--- src/hdl/chmux_macros.svh ---
//##########################################################
// chmux sizing macros.
// channel counts, sample width and the widths derived from
// them, shared by the package and the RTL.
//##########################################################
`ifndef CHMUX_MACROS_SVH
`define CHMUX_MACROS_SVH

// sample format.
`define CHMUX_SAMPLE_WIDTH      16
`define CHMUX_PARALLEL_SAMPLES  4
`define CHMUX_DATA_WIDTH        (`CHMUX_SAMPLE_WIDTH * `CHMUX_PARALLEL_SAMPLES)

// channel counts.
`define CHMUX_INPUT_CHANNELS    8
`define CHMUX_OUTPUT_CHANNELS   4
`define CHMUX_SELECT_BITS       3  // covers all input channels.

// mode bit plus one select field per output.
`define CHMUX_CONFIG_WIDTH      (1 + `CHMUX_OUTPUT_CHANNELS * `CHMUX_SELECT_BITS)

`endif

--- src/hdl/chmux_pkg.sv ---
//##########################################################
// chmux types.
// channel banks, routing state and the configuration word
// with its map and broadcast views.
//##########################################################
`include "chmux_macros.svh"

package chmux_pkg;

  typedef logic [`CHMUX_DATA_WIDTH-1:0]  chan_data_t;  // one parallel word.
  typedef logic [`CHMUX_SELECT_BITS-1:0] select_t;

  // full set of input channels, 520 bits.
  typedef struct packed {
    chan_data_t [`CHMUX_INPUT_CHANNELS-1:0] data;
    logic       [`CHMUX_INPUT_CHANNELS-1:0] valid;
  } in_bank_t;

  // full set of output channels, 260 bits.
  typedef struct packed {
    chan_data_t [`CHMUX_OUTPUT_CHANNELS-1:0] data;
    logic       [`CHMUX_OUTPUT_CHANNELS-1:0] valid;
  } out_bank_t;

  typedef enum logic {
    CFG_MAP       = 1'b0,
    CFG_BROADCAST = 1'b1
  } cfg_mode_e;

  typedef struct packed {
    cfg_mode_e                               mode;
    select_t [`CHMUX_OUTPUT_CHANNELS-1:0]    src;  // one source per output.
  } cfg_map_t;

  typedef struct packed {
    cfg_mode_e                               mode;
    select_t                                 src;
    logic    [`CHMUX_OUTPUT_CHANNELS-1:0]    enable;
    logic    [`CHMUX_CONFIG_WIDTH-2-`CHMUX_SELECT_BITS-`CHMUX_OUTPUT_CHANNELS:0] reserved;
  } cfg_bcast_t;

  // mode bit sits at the top in both views.
  typedef union packed {
    cfg_map_t   map;
    cfg_bcast_t bcast;
  } cfg_word_u;

  typedef struct packed {
    select_t [`CHMUX_OUTPUT_CHANNELS-1:0] src;
    logic    [`CHMUX_OUTPUT_CHANNELS-1:0] enable;
  } route_t;

endpackage

--- src/hdl/select_config.sv ---
//##########################################################
// select_config
// decodes configuration words in map or broadcast form and
// holds the active routing and output enable mask.
//##########################################################
`timescale 1ns/100ps
`include "chmux_macros.svh"

module select_config (
  input  logic                 clk,
  input  logic                 reset,
  input  chmux_pkg::cfg_word_u cfg_data,
  input  logic                 cfg_valid,
  output chmux_pkg::route_t    route
);

  import chmux_pkg::*;

  route_t route_next;

  // map view, every output names its own source.
  function automatic route_t decode_map(input cfg_map_t word);
    route_t r;
    for (int o = 0; o < `CHMUX_OUTPUT_CHANNELS; o++) begin
      r.src[o] = word.src[o];
    end
    r.enable = '1;  // all outputs live.
    return r;
  endfunction

  // broadcast view, one source fanned out under a mask.
  function automatic route_t decode_bcast(input cfg_bcast_t word);
    route_t r;
    for (int o = 0; o < `CHMUX_OUTPUT_CHANNELS; o++) begin
      r.src[o] = word.src;
    end
    r.enable = word.enable;
    return r;
  endfunction

  always_comb begin
    route_next = route;  // hold between strobes.
    if (cfg_valid) begin
      unique case (cfg_data.map.mode)
        CFG_MAP:       route_next = decode_map(cfg_data.map);
        CFG_BROADCAST: route_next = decode_bcast(cfg_data.bcast);
        default:       route_next = route;
      endcase
    end
  end

  // outputs stay dark until the first strobe.
  always_ff @(posedge clk) begin
    if (reset) begin
      route <= '0;
    end else begin
      route <= route_next;
    end
  end

  // an unknown strobe would leave the routing undefined
  // for every later cycle.
  a_cfg_valid_known: assert property (
    @(posedge clk) disable iff (reset)
    !$isunknown(cfg_valid)
  ) else $error("cfg_valid is unknown.");

endmodule

--- src/hdl/channel_mux.sv ---
//##########################################################
// channel_mux
// one register stage that picks the routed input word and
// valid for each output, gated by the enable mask.
//##########################################################
`timescale 1ns/100ps
`include "chmux_macros.svh"

module channel_mux (
  input  logic                 clk,
  input  logic                 reset,
  input  chmux_pkg::in_bank_t  data_in,
  input  chmux_pkg::route_t    route,
  output chmux_pkg::out_bank_t data_out
);

  import chmux_pkg::*;

  chan_data_t [`CHMUX_OUTPUT_CHANNELS-1:0] sel_data;
  logic       [`CHMUX_OUTPUT_CHANNELS-1:0] sel_valid;  // ungated.

  always_comb begin
    for (int o = 0; o < `CHMUX_OUTPUT_CHANNELS; o++) begin
      sel_data[o]  = data_in.data[route.src[o]];
      sel_valid[o] = data_in.valid[route.src[o]];
    end
  end

  always_ff @(posedge clk) begin
    if (reset) begin
      data_out <= '0;
    end else begin
      for (int o = 0; o < `CHMUX_OUTPUT_CHANNELS; o++) begin
        data_out.valid[o] <= sel_valid[o] & route.enable[o];
        // data tracks the source only on its valid cycles.
        if (sel_valid[o]) begin
          data_out.data[o] <= sel_data[o];
        end
      end
    end
  end

  for (genvar o = 0; o < `CHMUX_OUTPUT_CHANNELS; o++) begin : g_check

    // a masked output stays quiet on the following cycle.
    a_disabled_quiet: assert property (
      @(posedge clk) disable iff (reset)
      !route.enable[o] |=> !data_out.valid[o]
    ) else $error("output %0d valid while disabled.", o);

    // an enabled output mirrors the routed input valid one cycle later.
    a_valid_follows: assert property (
      @(posedge clk) disable iff (reset)
      route.enable[o] |=> data_out.valid[o] == $past(data_in.valid[route.src[o]])
    ) else $error("output %0d valid does not follow its source.", o);

  end

endmodule

--- src/hdl/chmux_top.sv ---
//##########################################################
// chmux_top
// channel multiplexer top, config decoder feeding the
// registered output selection.
//##########################################################
`timescale 1ns/100ps

module chmux_top (
  input  logic                 clk,
  input  logic                 reset,
  input  chmux_pkg::in_bank_t  data_in,
  input  chmux_pkg::cfg_word_u cfg_data,
  input  logic                 cfg_valid,
  output chmux_pkg::out_bank_t data_out
);

  import chmux_pkg::*;

  route_t route;  // active routing, one cycle ahead of the data.

  select_config u_select_config (
    .clk       (clk),
    .reset     (reset),
    .cfg_data  (cfg_data),
    .cfg_valid (cfg_valid),
    .route     (route)
  );

  channel_mux u_channel_mux (
    .clk      (clk),
    .reset    (reset),
    .data_in  (data_in),
    .route    (route),
    .data_out (data_out)
  );

endmodule

--- config.mk ---
export PLATFORM = sky130hd
export DESIGN_NAME = chmux_top
export DESIGN_NICKNAME = d
export VERILOG_FILES = /design/src/hdl/chmux_pkg.sv /design/src/hdl/select_config.sv /design/src/hdl/channel_mux.sv /design/src/hdl/chmux_top.sv
export VERILOG_INCLUDE_DIRS = /design/src /design/src/hdl
export SDC_FILE = /design/constraint.sdc
export NUM_CORES = 1
export LEC_CHECK = 0
export BUFFER_PORTS_ARGS = -buffer_cell sky130_fd_sc_hd__buf_2
export CORE_AREA = 4 4 304 306
export DETAILED_ROUTE_END_ITERATION = 6
export DIE_AREA = 0 0 308 310
export PLACE_DENSITY_LB_ADDON = 0.05
export SYNTH_ARGS = -nofsm -noshare
export SYNTH_HDL_FRONTEND = slang
export SYNTH_SLANG_ARGS = --single-unit
--- constraint.sdc ---
create_clock -name clk -period 4.47 [get_ports clk]
set_input_delay 0.2235 -clock clk [delete_from_list [all_inputs] [get_ports clk]]
set_output_delay 0.2235 -clock clk [all_outputs]
set_load 0.01 [all_outputs]
==> results.toml <==
[clocking]
cts_tree = "done"
clk_pin_slew_ns = 0.06
post_cts_buffers = 0
clock_path_buffers = 3
holdBufCountCts = 10
cts_resized = 0
insertion_delay_ns = 0.58
h-tree-depth = 2
cts_made_buffers = 42
cts_sinks = 276
cts-root-buf = "clkbuf_16"

[final_layout]
area_growth_pct = 24.4
drive_above_1_share_pct = 66.6
final_core_util_pct = 35.5
final_nets = 3034
fin_area_um2 = 31800
fillers = 8904

[logic_synthesis]
synth.distinct_cells = 17
syn_area_per_cell_um2 = 13.8
syn_nets = 2390
synth-seq-area-share_pct = 21.6
synth_top_area_share_pct = 45.8
postSynthCellCount = 1854
synth-seq-cells = 276
synth_top_area_cell = "mux4_2"
ys_top_cells_by_area = "mux4_2, dfxtp_1, a211oi_2"
ys_warn_count = 0
netlist_area_um2 = 25600

[setup_path]
max_stage_delay_ns = 0.79
crit_type = "reg2reg"
cp_max_fo = 71
crit_required_ns = 4.96
arrival_ns = 3.49
slowest_stage = "buf_4"
crit_chain = "mux4_2, mux2_8, buf_4, nor2_1, a211oi_2"
worst_setup_path_start_kind = "register"
cp-end-kind = "register"

[grt]
gr-total-overflow = 0
grt_pass1_vias = 23124
antenna_found_initial = 58
grt_pass1_wl_um = 169000
grtUsageTotal_pct = 24.0
grt_max_degree = 99

[drt]
drt-initial-drc-count = 1626
vias = 21324
post_drt_wl_per_cell_um = 31.5
antenna_left = 0
via_per_inst = 5.69
drc = 0
drt-pass1-iter-count = 5
wl_um = 118000

[placement]
numPortBuffers = 795
gp_congestion = 0.846
dp_hpwl_um = 83300
placed_area_um2 = 30300

[timing]
rsz0062_at_grt = "false"
drv_slew = 0
fin_worst_skew_ns = 0.0242
timing.fmax_mhz = 334
relSlewSlack_pct = 22.0
min_period_ns = 3.00
setup_viol = 0
tns_ns = 0
hold_violations = 0
tightest_slew_ns = 1.17
period_share_pct = 67.1

[floorplanning]
start_util_pct = 28.5
ios = 796
core_area_um2 = 89600
die-area_um2 = 95500
dieHeight_um = 310
die-width_um = 308
rows = 110

[power_and_ir_drop]
p_per_area_nw_per_um2 = 329
design_power_total_mw = 10.5
peakVddDrop_mv = 0.174
p_leak_nw = 11.7

[worst_hold_path]
hold_path.class = "in2reg"

[run]
cap_violations = 0

[run_status]
status = "finished, final reports clean"
-- flip-flops by register name (all words and copies together), names as in the netlist --
signal	count
u_channel_mux.data_out	260
u_select_config.route	16
-- power by group --
part | internal (mW) | total (mW) | switching [mW]
clock | 1.98 | 3.37 | 1.39
combinational | 1.84 | 4.00 | 2.16
sequential | 2.81 | 3.11 | 0.295
-- critical path, delay by kind of cell, from the launching register on --
| family | cells | cell delay, ns |
|---|---|---|
| muxes | 2 | 0.91 |
| DFF | 1 | 0.69 |
| AOI/OAI and AO/OA | 1 | 0.23 |
| buffers and inverters | 1 | 0.79 |
| and+or+nand+nor | 1 | 0.13 |
-- area by class of cell --
| type | instances | area [um^2] | area share (%) |
|---|---|---|---|
| Clock buffer | 58 | 1160 | 3.65 |
| Clock inverter | 15 | 169 | 0.531 |
| Inverter | 1 | 3.75 | 0.0118 |
| Sequential cell | 276 | 5570 | 17.5 |
| Multi-Input combinational cell | 1338 | 18900 | 59.3 |
| Timing Repair Buffer | 839 | 4460 | 14.0 |
| Antenna cell | 42 | 105 | 0.331 |
| Tap cell | 1176 | 1470 | 4.63 |
-- synth_stat cells --
cell,n
a211oi_1,9
a211oi_2,256
a311oi_1,1
and3b_1,4
buf_1,45
buf_2,92
buf_4,4
buf_6,28
clkbuf_1,70
dfxtp_1,276
inv_1,1
mux2_2,4
mux2i_1,268
mux4_2,520
nand2_1,1
nor2_1,272
o22ai_1,3
-- worst paths after layout --
check                                          startpoint                     endpoint  slack (ns)  cells past startpoint
worst min-delay path                          cfg_data[3]     u_select_config.route[7]        0.04                      3
worst max-delay path            u_select_config.route[10]  u_channel_mux.data_out[176]        1.47                      5
worst min register to register   u_select_config.route[2]     u_select_config.route[2]        0.48                      2
worst max register to register  u_select_config.route[10]  u_channel_mux.data_out[176]        1.47                      5
-- layer usage --
layer	part of all wire [%]	wire [um]	GRT usage (%)	vias up
met2	51	59600	41.5	910
met4	3.1	3620	7.93	20
met5	0.093	110	0	-
met3	7.2	8490	5.51	190
li1	-	-	-	9101
met1	39	46200	29.8	11103
-- through the flow --
stage / setup slack [ns] / hold slack [ns] / cells
6_report: 1.47 / 0.0392 / 3745
5_1_grt: 1.22 / 0.0549 / 3738
4_1_cts: 1.38 / 0.00312 / 3703
3_5_place_dp: 1.40 / 0.466 / 3620
3_3_place_gp: 1.48 / 0.466 / 3620
2_1_floorplan: 2.63 / 0.371 / 1854
-- layout by cell type, fill, tap and decap left out, drive strengths merged --
cell,count
mux4,520
nor2,272
bufinv,3
dfxtp,276
o22ai,3
a311oi,1
inv,3
diode,42
nand2,1
dlygate4sd3,10
clkbuf,58
mux2i,268
and3b,4
buf,829
mux2,4
clkinv,10
a211oi,265
-- logic make-up (layout without fill, tap and decap cells) --
kind of cell	after synthesis	in the layout	synth area share (%)
AND/OR/NAND/NOR	277	277	4.15
buffers and inverters	240	913	4.86
multiplexers	792	792	56.5
other	0	42	0
flip-flops	276	276	21.6
AO/OA/AOI/OAI	269	269	12.9
Power figures use the tool's default switching activity.
